**src/video_pkg.sv**
```systemverilog
package video_pkg;

    // Pixel position on the 640x480 raster
    typedef logic [9:0] coord_t;

    // Tile index along one grid axis
    typedef logic [4:0] tile_t;

    typedef struct packed {
        logic [3:0] r;
        logic [3:0] g;
        logic [3:0] b;
    } rgb_t;

    localparam int TILE_SIZE = 26;

    localparam rgb_t COL_BLACK      = 12'h000;
    localparam rgb_t COL_WHITE      = 12'hFFF;
    localparam rgb_t COL_BANNER_RED = 12'hF00;
    localparam rgb_t COL_BG         = 12'h111;
    localparam rgb_t COL_GRID       = 12'h222;
    localparam rgb_t COL_PATH       = 12'h532;
    localparam rgb_t COL_ENEMY      = 12'hD22;
    localparam rgb_t COL_CURSOR     = 12'hFF0;
    localparam rgb_t COL_UI         = 12'h222;

endpackage

```
**src/game_pkg.sv**
```systemverilog
package game_pkg;

    typedef enum logic [1:0] {
        ST_MENU,
        ST_GAME,
        ST_GAMEOVER
    } game_state_e;

    typedef enum logic [1:0] {
        SW_IDLE,
        SW_ENEMIES,
        SW_SPAWN
    } sweep_e;

    localparam int GRID_W         = 24;
    localparam int GRID_H         = 18;
    localparam int CURSOR_HOME_X  = 12;
    localparam int CURSOR_HOME_Y  = 9;
    localparam int MAX_LIVES      = 10;
    localparam int PATH_END       = 2200;
    localparam int SPAWN_INTERVAL = 31;

    // Progress at each path corner
    localparam int PATH_C1 = 507;
    localparam int PATH_C2 = 741;
    localparam int PATH_C3 = 1115;
    localparam int PATH_C4 = 1245;
    localparam int PATH_C5 = 1499;
    localparam int PATH_C6 = 1729;

    // Fixed coordinate of each of the seven segments
    localparam int PATH_Y0 = 73;
    localparam int PATH_X1 = 507;
    localparam int PATH_Y2 = 307;
    localparam int PATH_X3 = 133;
    localparam int PATH_Y4 = 177;
    localparam int PATH_X5 = 387;
    localparam int PATH_Y6 = 407;

    typedef struct packed {
        logic up;
        logic down;
        logic left;
        logic right;
        logic center;
    } press_t;

    typedef struct packed {
        logic [4:0] x;
        logic [4:0] y;
    } cursor_t;

    typedef struct packed {
        logic        active;
        logic [15:0] progress;
        logic [9:0]  x;
        logic [9:0]  y;
    } enemy_t;

endpackage

```
**src/player_input.sv**
```systemverilog
module player_input import video_pkg::*, game_pkg::*; (
    input  logic        clk,
    input  logic        reset_i,
    input  coord_t      x_i,
    input  coord_t      y_i,
    input  logic        btn_up_i,
    input  logic        btn_down_i,
    input  logic        btn_left_i,
    input  logic        btn_right_i,
    input  logic        btn_center_i,
    input  game_state_e state_i,
    input  logic        new_game_i,
    output press_t      press_o,
    output cursor_t     cursor_o
);
    logic    frame_strobe;
    press_t  btn_now;
    press_t  btn_prev_q;
    cursor_t cursor_q;

    // First pixel of the frame
    assign frame_strobe = (x_i == '0) && (y_i == '0);

    assign btn_now = '{
        up:     btn_up_i,
        down:   btn_down_i,
        left:   btn_left_i,
        right:  btn_right_i,
        center: btn_center_i
    };

    assign press_o = frame_strobe ? press_t'(btn_now & ~btn_prev_q) : '0;

    always_ff @(posedge clk) begin
        if (reset_i) begin
            btn_prev_q <= '0;
        end else if (frame_strobe) begin
            btn_prev_q <= btn_now;
        end
    end

    // One tile per press, held inside the grid
    always_ff @(posedge clk) begin
        if (reset_i || new_game_i) begin
            cursor_q.x <= 5'(CURSOR_HOME_X);
            cursor_q.y <= 5'(CURSOR_HOME_Y);
        end else if (state_i == ST_GAME) begin
            if (press_o.up && cursor_q.y != '0) begin
                cursor_q.y <= cursor_q.y - 1'b1;
            end else if (press_o.down && cursor_q.y != 5'(GRID_H - 1)) begin
                cursor_q.y <= cursor_q.y + 1'b1;
            end
            if (press_o.left && cursor_q.x != '0) begin
                cursor_q.x <= cursor_q.x - 1'b1;
            end else if (press_o.right && cursor_q.x != 5'(GRID_W - 1)) begin
                cursor_q.x <= cursor_q.x + 1'b1;
            end
        end
    end

    assign cursor_o = cursor_q;

endmodule

```
**src/game_flow.sv**
```systemverilog
module game_flow import game_pkg::*; (
    input  logic        clk,
    input  logic        reset_i,
    input  logic        center_i,
    input  logic        escape_i,
    output game_state_e state_o,
    output logic [3:0]  lives_o,
    output logic        new_game_o
);
    game_state_e state_q;
    logic [3:0]  lives_q;

    // Starts a new game on the same edge as the state change
    assign new_game_o = (state_q == ST_MENU) && center_i;

    always_ff @(posedge clk) begin
        if (reset_i) begin
            state_q <= ST_MENU;
            lives_q <= 4'(MAX_LIVES);
        end else begin
            case (state_q)
                ST_MENU: begin
                    if (center_i) begin
                        state_q <= ST_GAME;
                        lives_q <= 4'(MAX_LIVES);
                    end
                end
                ST_GAME: begin
                    if (escape_i && lives_q != '0) begin
                        lives_q <= lives_q - 1'b1;
                        if (lives_q == 4'd1) begin
                            state_q <= ST_GAMEOVER;
                        end
                    end
                end
                ST_GAMEOVER: begin
                    if (center_i) begin
                        state_q <= ST_MENU;
                    end
                end
                default: state_q <= ST_MENU;
            endcase
        end
    end

    assign state_o = state_q;
    assign lives_o = lives_q;

endmodule

```
**src/wave_engine.sv**
```systemverilog
module wave_engine import game_pkg::*; #(
    parameter int MAX_ENEMIES = 16,
    parameter int TICK_DIV    = 8333
) (
    input  logic                     clk,
    input  logic                     reset_i,
    input  game_state_e              state_i,
    input  logic                     new_game_i,
    output enemy_t [MAX_ENEMIES-1:0] enemies_o,
    output logic                     escape_o
);
    localparam int IDX_W = (MAX_ENEMIES > 1) ? $clog2(MAX_ENEMIES) : 1;
    localparam int DIV_W = (TICK_DIV > 1) ? $clog2(TICK_DIV) : 1;
    localparam int SPN_W = $clog2(SPAWN_INTERVAL);

    enemy_t [MAX_ENEMIES-1:0] slots_q;
    logic [DIV_W-1:0]         div_q;
    logic                     tick;
    sweep_e                   sweep_q;
    logic [IDX_W-1:0]         idx_q;
    logic [SPN_W-1:0]         spawn_cnt_q;
    logic                     free_found;
    logic [IDX_W-1:0]         free_idx;
    enemy_t                   cur;
    logic [15:0]              next_prog;

    // Position along the seven segments, returned as {x, y}
    function automatic logic [19:0] path_xy(input logic [15:0] p);
        int pi;
        int ex;
        int ey;
        pi = int'(p);
        if (pi < PATH_C1) begin
            ex = pi;
            ey = PATH_Y0;
        end else if (pi < PATH_C2) begin
            ex = PATH_X1;
            ey = PATH_Y0 + (pi - PATH_C1);
        end else if (pi < PATH_C3) begin
            ex = PATH_X1 - (pi - PATH_C2);
            ey = PATH_Y2;
        end else if (pi < PATH_C4) begin
            ex = PATH_X3;
            ey = PATH_Y2 - (pi - PATH_C3);
        end else if (pi < PATH_C5) begin
            ex = PATH_X3 + (pi - PATH_C4);
            ey = PATH_Y4;
        end else if (pi < PATH_C6) begin
            ex = PATH_X5;
            ey = PATH_Y4 + (pi - PATH_C5);
        end else begin
            ex = PATH_X5 - (pi - PATH_C6);
            ey = PATH_Y6;
        end
        return {10'(ex), 10'(ey)};
    endfunction

    assign tick = (div_q == '0);

    always_ff @(posedge clk) begin
        if (reset_i || new_game_i || tick) begin
            div_q <= DIV_W'(TICK_DIV - 1);
        end else begin
            div_q <= div_q - 1'b1;
        end
    end

    // Lowest inactive slot
    always_comb begin
        free_found = 1'b0;
        free_idx   = '0;
        for (int i = MAX_ENEMIES - 1; i >= 0; i--) begin
            if (!slots_q[i].active) begin
                free_found = 1'b1;
                free_idx   = IDX_W'(i);
            end
        end
    end

    assign cur       = slots_q[idx_q];
    assign next_prog = cur.progress + 16'd1;

    always_ff @(posedge clk) begin
        escape_o <= 1'b0;
        if (reset_i || new_game_i) begin
            sweep_q     <= SW_IDLE;
            idx_q       <= '0;
            spawn_cnt_q <= '0;
            for (int i = 0; i < MAX_ENEMIES; i++) begin
                slots_q[i].active <= 1'b0;
            end
        end else if (state_i == ST_GAME && tick) begin
            case (sweep_q)
                SW_IDLE: begin
                    sweep_q <= SW_ENEMIES;
                    idx_q   <= '0;
                end
                SW_ENEMIES: begin
                    if (cur.active) begin
                        if (cur.progress > 16'(PATH_END)) begin
                            slots_q[idx_q].active <= 1'b0;
                            escape_o              <= 1'b1;
                        end else begin
                            slots_q[idx_q].progress <= next_prog;
                            {slots_q[idx_q].x, slots_q[idx_q].y} <= path_xy(next_prog);
                        end
                    end
                    if (idx_q == IDX_W'(MAX_ENEMIES - 1)) begin
                        sweep_q <= SW_SPAWN;
                    end else begin
                        idx_q <= idx_q + 1'b1;
                    end
                end
                SW_SPAWN: begin
                    sweep_q <= SW_ENEMIES;
                    idx_q   <= '0;
                    if (spawn_cnt_q == SPN_W'(SPAWN_INTERVAL - 1)) begin
                        spawn_cnt_q <= '0;
                        if (free_found) begin
                            slots_q[free_idx].active   <= 1'b1;
                            slots_q[free_idx].progress <= '0;
                            {slots_q[free_idx].x, slots_q[free_idx].y} <= path_xy(16'd0);
                        end
                    end else begin
                        spawn_cnt_q <= spawn_cnt_q + 1'b1;
                    end
                end
                default: sweep_q <= SW_IDLE;
            endcase
        end
    end

    assign enemies_o = slots_q;

endmodule

```
**src/scene_render.sv**
```systemverilog
module scene_render import video_pkg::*, game_pkg::*; #(
    parameter int MAX_ENEMIES = 16
) (
    input  coord_t                   x_i,
    input  coord_t                   y_i,
    input  logic                     visible_i,
    input  game_state_e              state_i,
    input  cursor_t                  cursor_i,
    input  enemy_t [MAX_ENEMIES-1:0] enemies_i,
    output rgb_t                     pixel_o
);
    localparam int PATH_HALF  = TILE_SIZE / 2;
    localparam int ENEMY_HALF = 7;
    localparam int UI_BAR_H   = 25;

    tile_t      grid_x;
    tile_t      grid_y;
    logic [4:0] off_x;
    logic [4:0] off_y;
    logic       on_path;
    logic       on_enemy;
    logic       on_cursor;
    logic       in_menu_banner;
    logic       in_over_banner;

    function automatic logic in_range(input int v, input int lo, input int hi);
        return (v >= lo) && (v <= hi);
    endfunction

    // Band of half a tile on each side of every segment
    function automatic logic path_hit(input int px, input int py);
        return (in_range(py, PATH_Y0 - PATH_HALF, PATH_Y0 + PATH_HALF) &&
                in_range(px, 0, PATH_X1 + PATH_HALF)) ||
               (in_range(px, PATH_X1 - PATH_HALF, PATH_X1 + PATH_HALF) &&
                in_range(py, PATH_Y0 - PATH_HALF, PATH_Y2 + PATH_HALF)) ||
               (in_range(py, PATH_Y2 - PATH_HALF, PATH_Y2 + PATH_HALF) &&
                in_range(px, PATH_X3 - PATH_HALF, PATH_X1 + PATH_HALF)) ||
               (in_range(px, PATH_X3 - PATH_HALF, PATH_X3 + PATH_HALF) &&
                in_range(py, PATH_Y4 - PATH_HALF, PATH_Y2 + PATH_HALF)) ||
               (in_range(py, PATH_Y4 - PATH_HALF, PATH_Y4 + PATH_HALF) &&
                in_range(px, PATH_X3 - PATH_HALF, PATH_X5 + PATH_HALF)) ||
               (in_range(px, PATH_X5 - PATH_HALF, PATH_X5 + PATH_HALF) &&
                in_range(py, PATH_Y4 - PATH_HALF, PATH_Y6 + PATH_HALF)) ||
               (in_range(py, PATH_Y6 - PATH_HALF, PATH_Y6 + PATH_HALF) &&
                in_range(px, 0, PATH_X5 + PATH_HALF));
    endfunction

    assign grid_x = tile_t'(x_i / TILE_SIZE);
    assign grid_y = tile_t'(y_i / TILE_SIZE);
    assign off_x  = 5'(x_i % TILE_SIZE);
    assign off_y  = 5'(y_i % TILE_SIZE);

    assign on_path = path_hit(int'(x_i), int'(y_i));

    always_comb begin
        on_enemy = 1'b0;
        for (int i = 0; i < MAX_ENEMIES; i++) begin
            if (enemies_i[i].active &&
                in_range(int'(x_i), int'(enemies_i[i].x) - ENEMY_HALF,
                         int'(enemies_i[i].x) + ENEMY_HALF) &&
                in_range(int'(y_i), int'(enemies_i[i].y) - ENEMY_HALF,
                         int'(enemies_i[i].y) + ENEMY_HALF)) begin
                on_enemy = 1'b1;
            end
        end
    end

    // Crosshair in the middle of the cursor tile
    assign on_cursor = (grid_x == cursor_i.x) && (grid_y == cursor_i.y) &&
                       ((((off_y == 5'd12) || (off_y == 5'd13)) &&
                         in_range(int'(off_x), 7, 18)) ||
                        (((off_x == 5'd12) || (off_x == 5'd13)) &&
                         in_range(int'(off_y), 7, 18)));

    assign in_menu_banner = in_range(int'(x_i), 160, 479) && in_range(int'(y_i), 100, 139);
    assign in_over_banner = in_range(int'(x_i), 200, 439) && in_range(int'(y_i), 180, 219);

    always_comb begin
        pixel_o = COL_BLACK;
        if (visible_i) begin
            case (state_i)
                ST_MENU: begin
                    if (in_menu_banner) begin
                        pixel_o = COL_WHITE;
                    end
                end
                ST_GAME: begin
                    // Later layers win
                    pixel_o = COL_BG;
                    if (off_x == '0 || off_y == '0) begin
                        pixel_o = COL_GRID;
                    end
                    if (on_path) begin
                        pixel_o = COL_PATH;
                    end
                    if (on_enemy) begin
                        pixel_o = COL_ENEMY;
                    end
                    if (on_cursor) begin
                        pixel_o = COL_CURSOR;
                    end
                    if (int'(y_i) < UI_BAR_H) begin
                        pixel_o = COL_UI;
                    end
                end
                ST_GAMEOVER: begin
                    if (in_over_banner) begin
                        pixel_o = COL_BANNER_RED;
                    end
                end
                default: pixel_o = COL_BLACK;
            endcase
        end
    end

endmodule

```
**src/tower_defense_top.sv**
```systemverilog
module tower_defense_top import video_pkg::*, game_pkg::*; #(
    parameter int MAX_ENEMIES = 16,
    parameter int TICK_DIV    = 8333
) (
    input  logic       clk,
    input  logic       reset_i,
    input  logic       visible_i,
    input  coord_t     x_i,
    input  coord_t     y_i,
    input  logic       btn_up_i,
    input  logic       btn_down_i,
    input  logic       btn_left_i,
    input  logic       btn_right_i,
    input  logic       btn_center_i,
    output rgb_t       pixel_o,
    output logic [3:0] lives_o
);
    press_t                   press;
    cursor_t                  cursor;
    game_state_e              state;
    logic                     new_game;
    logic                     escape;
    enemy_t [MAX_ENEMIES-1:0] enemies;

    player_input player_input_inst (
        .clk          (clk),
        .reset_i      (reset_i),
        .x_i          (x_i),
        .y_i          (y_i),
        .btn_up_i     (btn_up_i),
        .btn_down_i   (btn_down_i),
        .btn_left_i   (btn_left_i),
        .btn_right_i  (btn_right_i),
        .btn_center_i (btn_center_i),
        .state_i      (state),
        .new_game_i   (new_game),
        .press_o      (press),
        .cursor_o     (cursor)
    );

    game_flow game_flow_inst (
        .clk        (clk),
        .reset_i    (reset_i),
        .center_i   (press.center),
        .escape_i   (escape),
        .state_o    (state),
        .lives_o    (lives_o),
        .new_game_o (new_game)
    );

    wave_engine #(
        .MAX_ENEMIES (MAX_ENEMIES),
        .TICK_DIV    (TICK_DIV)
    ) wave_engine_inst (
        .clk        (clk),
        .reset_i    (reset_i),
        .state_i    (state),
        .new_game_i (new_game),
        .enemies_o  (enemies),
        .escape_o   (escape)
    );

    scene_render #(
        .MAX_ENEMIES (MAX_ENEMIES)
    ) scene_render_inst (
        .x_i       (x_i),
        .y_i       (y_i),
        .visible_i (visible_i),
        .state_i   (state),
        .cursor_i  (cursor),
        .enemies_i (enemies),
        .pixel_o   (pixel_o)
    );

endmodule

```
**config.mk**
```make
export PLATFORM = sky130hd
export DESIGN_NAME = tower_defense_top
export DESIGN_NICKNAME = d
export VERILOG_FILES = /design/src/video_pkg.sv /design/src/game_pkg.sv /design/src/player_input.sv /design/src/game_flow.sv /design/src/wave_engine.sv /design/src/scene_render.sv /design/src/tower_defense_top.sv
export SDC_FILE = /design/constraint.sdc
export NUM_CORES = 2
export LEC_CHECK = 0
export BUFFER_PORTS_ARGS = -buffer_cell sky130_fd_sc_hd__buf_2
export CAP_MARGIN = 20
export CORE_MARGIN = 2
export CORE_UTILIZATION = 30
export DETAILED_ROUTE_END_ITERATION = 6
export PLACE_DENSITY = 0.47
export SYNTH_ARGS = -nofsm -noshare
export SYNTH_HDL_FRONTEND = slang
export SYNTH_SLANG_ARGS = --single-unit
```
**constraint.sdc**
```tcl
create_clock -name clk -period 19 [get_ports clk]
set_input_delay 5.7 -clock clk [delete_from_list [all_inputs] [get_ports clk]]
set_output_delay 5.7 -clock clk [all_outputs]
set_load 0.1 [all_outputs]
```
[Word-level counts from Yosys, hierarchy flattened]
Index checks and enable logic that the tools add are counted.
Storage, ports and cells
  logic and storage cells: 571
  bits in registers: 639
Operators by class
  equality and inequality tests: 24
  bitwise logic cells: 6
  divide/modulo/power cells: 4
  multiplexer cells: 129
  add/subtract/negate cells: 85
  reduce and logical (&&, ||, !) cells: 143
  magnitude comparators: 102
Operators by type and width (count)
  bitwise mux 592 bit: 8
  2-to-1 mux 592 bit: 4
  demux 37 bit (select 4 bit): 8
  one-hot mux 592 bit (2 select lines): 1
  >= comparator 11 x 32 -> 1 bit: 32
  less-or-equal comparator 11 x 32 -> 1 bit: 32
  adder 10 x 3 -> 11 bit, second input constant: 32
  subtractor 10 x 3 -> 11 bit, second input constant: 32
  2-to-1 mux 10 bit: 25
  binary-select mux 37 bit (select 4 bit): 1
  2-to-1 mux 37 bit: 3
  logical AND 1 bit: 105
  2-to-1 mux 4 bit: 19
  2-to-1 mux 12 bit: 6
  2-to-1 mux 36 bit: 2
  divider 10 x 5 -> 32 bit, second input constant: 2
  less-than comparator 16 x 11 -> 1 bit, second input constant: 4
  remainder unit 10 x 5 -> 32 bit, second input constant: 2
  less-or-equal comparator 10 x 9 -> 1 bit, second input constant: 5
  >= comparator 10 x 8 -> 1 bit, second input constant: 4
  >= comparator 10 x 9 -> 1 bit, second input constant: 4
  less-or-equal comparator 10 x 8 -> 1 bit, second input constant: 4
  2-to-1 mux 20 bit: 2
  one-hot mux 12 bit (3 select lines): 1
  60 further kinds: 155

[Longest topological paths before layout]
  depth after elaboration: 27
  depth in mapped cells: 24
  mapped depth without buffers: 20

[Modules after synthesis]
From an unflattened synthesis, not the netlist that was laid out.
Second synthesis, totals
  cell total of the unflattened synthesis: 5915
  area, all modules: 55473.2 um2
Modules (own cells, without submodules)
  wave_engine: area an instance 27112.3 um2, instances 1, cells an instance 2020
  scene_render: area an instance 26922.1 um2, instances 1, cells an instance 3732
  player_input: area an instance 1069.8 um2, instances 1, cells an instance 124
  game_flow: area an instance 369.1 um2, instances 1, cells an instance 39

[Worst setup path before layout]
Ideal clock, no wire load.
  path type: input -> output
  start point: in x_i[8]
  end point: out pixel_o[0] in the netlist's numbering
  arrival: 12.366 ns
  buffers on the path: 2
  required time: 13.300 ns
  cell stages on the path: 21
  path slack: 0.934 ns
  path through: buf_2 -> clkbuf_1 -> nor2b_1 -> ha_1 -> nand2b_1 -> o22a_1 -> a221o_1 -> a32oi_1 -> nor2_1 -> xnor2_1 -> a41o_1 -> a2111o_1 -> a211oi_2 -> a21boi_1 -> nor2_1 -> or4_1 -> nand2_1 -> nor4b_1 -> nand3_1 -> o31ai_1 -> o31ai_1
RTL lines
  start: declaration: RTL line tower_defense_top.sv:8  | input coord_t x_i,
  end: declaration: RTL line tower_defense_top.sv:15  | output rgb_t pixel_o,

==> metrics.txt <==
# TYPE chip_impl_metric gauge
chip_impl_info{name="run_status",value="finished, violations left"} 1
chip_impl_info{name="violations",value="DRC"} 1
chip_impl_metric{name="detailroute.via_count",unit=""} 41400
chip_impl_metric{name="net-switching-power",unit="uW"} 878
chip_impl_metric{name="cts_num_sinks",unit=""} 639
chip_impl_metric{name="drv_cap",unit=""} 0
chip_impl_metric{name="hold_buffer_count_at_cts",unit=""} 0
chip_impl_metric{name="drive_gt1_frac",unit=""} 0.0793
chip_impl_metric{name="m1WireLength",unit="mm"} 78.0
chip_impl_metric{name="tightestPinTransition",unit="ns"} 1.16
chip_impl_metric{name="finalWeightedCongestion",unit=""} 0.864
chip_impl_metric{name="fin_crit_sh",unit=""} 0.952
chip_impl_metric{name="ctsResizeCount",unit=""} 0
chip_impl_metric{name="timing.critical_path.required",unit="ns"} 13.30
chip_impl_info{name="start_point_of_the_worst_min_delay_path",value="wave_engine_inst.div_q[0]"} 1
chip_impl_metric{name="buffer_ports.inserted",unit=""} 43
chip_impl_info{name="rr_startpoint",value="wave_engine_inst.idx_q[0]"} 1
chip_impl_metric{name="timing.final.setup_violations",unit=""} 0
chip_impl_info{name="hold-path-endpoint",value="wave_engine_inst.div_q[0]"} 1
chip_impl_metric{name="avgViaCountPerCell",unit=""} 5.16
chip_impl_metric{name="register_to_register_path_depth",unit=""} 16
chip_impl_metric{name="instances_no_fill",unit=""} 8026
chip_impl_metric{name="clockPowerShare",unit=""} 0.457
chip_impl_metric{name="drt_wl_total",unit="mm"} 168
chip_impl_metric{name="fp.dieW",unit="um"} 426
chip_impl_metric{name="row_count",unit=""} 154
chip_impl_metric{name="pre_cts_slack",unit="ns"} 0.973
chip_impl_metric{name="filler_cell_count",unit=""} 18000
chip_impl_metric{name="cellLeakagePower",unit="uW"} 0.0238
chip_impl_metric{name="core_area",unit="um^2"} 177000
chip_impl_metric{name="synthesis.instances",unit=""} 5652
chip_impl_metric{name="worst_ep_arrival_time",unit="ns"} 12.39
chip_impl_metric{name="drtAntennaViolNets",unit=""} 0
chip_impl_metric{name="drc",unit=""} 2
chip_impl_metric{name="maxClockFrequency",unit="GHz"} 0.0553
chip_impl_metric{name="number_of_iterations_in_the_first_detailed_routing_pass",unit=""} 7
chip_impl_metric{name="grt_first_pass_wirelength",unit="mm"} 254
chip_impl_metric{name="crit_fanout",unit=""} 15
chip_impl_info{name="synthFlopType",value="edfxtp_1"} 1
chip_impl_metric{name="wl_per_cell",unit="um"} 20.9
chip_impl_metric{name="finClkSkew",unit="ns"} 0.0428
chip_impl_info{name="rsz0062_at_grt",value="false"} 1
chip_impl_metric{name="postLayoutCellArea",unit="um^2"} 59400
chip_impl_info{name="clock-root-buffer",value="clkbuf_16"} 1
chip_impl_metric{name="floorplan.die.height",unit="um"} 426
chip_impl_metric{name="wl_met2",unit="mm"} 80.3
chip_impl_metric{name="fin_tns_setup",unit="ns"} 0
chip_impl_metric{name="cts-root-to-sink-buffers",unit=""} 3
chip_impl_metric{name="post_dp_cell_area",unit="um^2"} 56700
chip_impl_metric{name="relSlewSlack",unit=""} 0.218
chip_impl_metric{name="power_density",unit="nW/um^2"} 58.0
chip_impl_metric{name="io-pin-count",unit=""} 44
chip_impl_metric{name="placedCellCount",unit=""} 7875
chip_impl_info{name="worstHoldPathType",value="flop to flop"} 1
chip_impl_metric{name="power.switching_fraction",unit=""} 0.254
chip_impl_metric{name="hold_depth",unit=""} 1
chip_impl_metric{name="pin_count_of_the_biggest_net_entering_global_routing",unit=""} 55
chip_impl_metric{name="min_period",unit="ns"} 18.09
chip_impl_metric{name="finish.net_count",unit=""} 6356
chip_impl_metric{name="clkLatencyLatePin",unit="ns"} 0.70
chip_impl_metric{name="count_of_synthesis_stage_warnings_from_yosys",unit=""} 0
chip_impl_info{name="critPathCaptureType",value="primary output"} 1
chip_impl_metric{name="dp_hpwl",unit="mm"} 116
chip_impl_metric{name="p_int",unit="uW"} 2570
chip_impl_metric{name="worst_slack",unit="ns"} 0.911
chip_impl_metric{name="seqPwrFrac",unit=""} 0.439
chip_impl_metric{name="power.ir.vdd_worst",unit="V"} 0.0000686
chip_impl_metric{name="cts_made_buffers",unit=""} 81
chip_impl_metric{name="fp.dieArea",unit="um^2"} 182000
chip_impl_metric{name="synth-seq-area-share",unit=""} 0.347
chip_impl_metric{name="worst_path_clk_slew",unit="ns"} 0.06
chip_impl_metric{name="synth_async_sr_flop_share",unit=""} 0
chip_impl_info{name="critPathLaunchType",value="primary input"} 1
chip_impl_metric{name="route.met3.wl",unit="mm"} 5.98
chip_impl_metric{name="ff2ff_setup_slack",unit="ns"} 11.63
chip_impl_info{name="path_class",value="primary input to primary output"} 1
chip_impl_metric{name="cts-htree-levels",unit=""} 3
chip_impl_metric{name="mappedNetlistArea",unit="um^2"} 53500
chip_impl_info{name="top_signal_layer_used",value="met4"} 1
chip_impl_metric{name="post_cts.repair.setup_buffers",unit=""} 0
chip_impl_metric{name="grt_overflow",unit=""} 0
chip_impl_metric{name="globalRouteTotalUtil",unit=""} 0.183
chip_impl_metric{name="final_core_utilization",unit=""} 0.336
chip_impl_info{name="tritoncts",value="yes"} 1
chip_impl_metric{name="number_of_enable_flip_flop_cells_after_synthesis",unit=""} 576
chip_impl_metric{name="number_of_hold_violations_in_the_final_report",unit=""} 0
chip_impl_metric{name="dr.first_iter.drc_count",unit=""} 2860
chip_impl_metric{name="grt_pass1_vias",unit=""} 41100
chip_impl_metric{name="synthesis.area_per_instance",unit="um^2"} 9.46
chip_impl_metric{name="synth_seq_cells",unit=""} 639
chip_impl_metric{name="drv_slew",unit=""} 0
chip_impl_info{name="r2r_end",value="wave_engine_inst.enemies_o[6]"} 1
chip_impl_metric{name="synth_cell_type_count",unit=""} 100
chip_impl_metric{name="antenna_found_initial",unit=""} 10
chip_impl_metric{name="flow.area_growth_from_synthesis",unit="%"} 11.1
chip_impl_metric{name="p_comb_frac",unit=""} 0.104
chip_impl_metric{name="initial_core_util",unit=""} 0.303
==> Yosys cell counts (all sizes together), types with 101 or more instances <==
cell / n / area share
nor2: 743 / 0.052
ha: 708 / 0.17
edfxtp: 576 / 0.32
nand2: 398 / 0.028
xnor2: 366 / 0.060
clkbuf: 302 / 0.021
a21oi: 255 / 0.024
o21ai: 220 / 0.021
xor2: 214 / 0.035
o21a: 200 / 0.028
inv: 189 / 0.013
a21o: 172 / 0.024
nand3: 145 / 0.014
nor3: 125 / 0.012
nand2b: 101 / 0.012
==> worst max-delay path by stage <==
| stage | startpoint | endpoint | slack [ns] | cells after the start |
|---|---|---|---|---|
| 5_1_grt | y_i[6] | pixel_o[1] | 0.30 | 21 |
| 3_3_place_gp | y_i[6] | pixel_o[1] | 1.09 | 21 |
| 6_report | y_i[6] | pixel_o[1] | 0.91 | 21 |
| 3_5_place_dp | y_i[6] | pixel_o[1] | 0.97 | 20 |
| 4_1_cts | y_i[6] | pixel_o[1] | 0.95 | 20 |
| 2_1_floorplan | x_i[8] | pixel_o[0] | 0.93 | 21 |
==> layout make-up <==
cell class	count	area, um^2	area share
diodes	1	2.50	0.0000421
clock buffers	102	2150	0.0361
clock inverters	48	533	0.00897
inverters	193	724	0.0122
multi-input cells	4551	33500	0.563
flip-flops and latches	639	18600	0.312
well taps	2340	2930	0.0493
repair buffers	152	1040	0.0176
==> kinds of logic after synthesis <==
| kind of cell | count (synthesis) | share of synthesized area |
|---|---|---|
| adder cells (fa/ha/maj) | 715 | 0.167 |
| XOR/XNOR | 580 | 0.0953 |
| multiplexers | 111 | 0.0408 |
| buffers and inverters | 541 | 0.0390 |
| AO/OA/AOI/OAI | 1160 | 0.146 |
| other | 1 | 0.0000701 |
| flip-flops | 639 | 0.347 |
| AND/OR/NAND/NOR | 1905 | 0.165 |
==> cells in the final DEF (no fill, tap or decap), drive strengths merged, types with 125 or more instances in the layout <==
| cell | instances |
|---|---|
| nor2 | 743 |
| ha | 708 |
| edfxtp | 576 |
| nand2 | 398 |
| xnor2 | 366 |
| a21oi | 255 |
| o21ai | 220 |
| xor2 | 214 |
| o21a | 200 |
| inv | 197 |
| a21o | 172 |
| buf | 152 |
| nand3 | 145 |
| nor3 | 125 |
==> metrics by stage <==
step	hold WS, ns	total power (uW)
6_report	0.454	3450
5_1_grt	0.464	3580
4_1_cts	0.452	3490
3_5_place_dp	0.437	1900
3_3_place_gp	0.436	1900
2_1_floorplan	0.414	1790
==> layer usage <==
layer,global-route usage,up-vias
met1,0.246,20200
met2,0.315,778
met5,0,-
met3,0.0215,194
met4,0.0407,0
li1,-,20200
==> worst max-delay path, stage by stage <==
cell	delay, ns
buf_2	0.26
o21ai_0	0.36
inv_1	0.09
ha_1	0.40
o21ai_0	0.34
a31oi_1	0.19
o31ai_1	0.60
and2_1	0.24
o21ai_2	0.09
a221oi_4	0.69
mux2i_1	0.46
a22oi_4	0.17
nor2_4	0.34
mux2i_1	0.17
o32ai_2	0.54
a21oi_1	0.14
a2111oi_0	0.49
a211o_1	0.19
o31a_1	0.28
a41o_1	0.21
buf_2	0.42
==> sequential cells by signal, summed over array words and instances (netlist names) <==
register and count:
game_flow_inst.state_o 2, wave_engine_inst.sweep_q 2, wave_engine_inst.spawn_cnt_q 5, wave_engine_inst.div_q 14
wave_engine_inst.enemies_o 592, player_input_inst.cursor_o 10, player_input_inst.btn_prev_q 5, game_flow_inst.lives_o 4
wave_engine_inst.idx_q 4, wave_engine_inst.escape_o 1
==> power by group through the flow <==
stage / registers (uW) / clock network, uW / logic [uW]
3_5_place_dp: 1540 / 0 / 358
6_report: 1510 / 1580 / 360
5_1_grt: 1510 / 1660 / 405
4_1_cts: 1510 / 1620 / 360
2_1_floorplan: 1540 / 0 / 247
3_3_place_gp: 1540 / 0 / 355
Note: power is estimated with default switching activity, not from simulation.
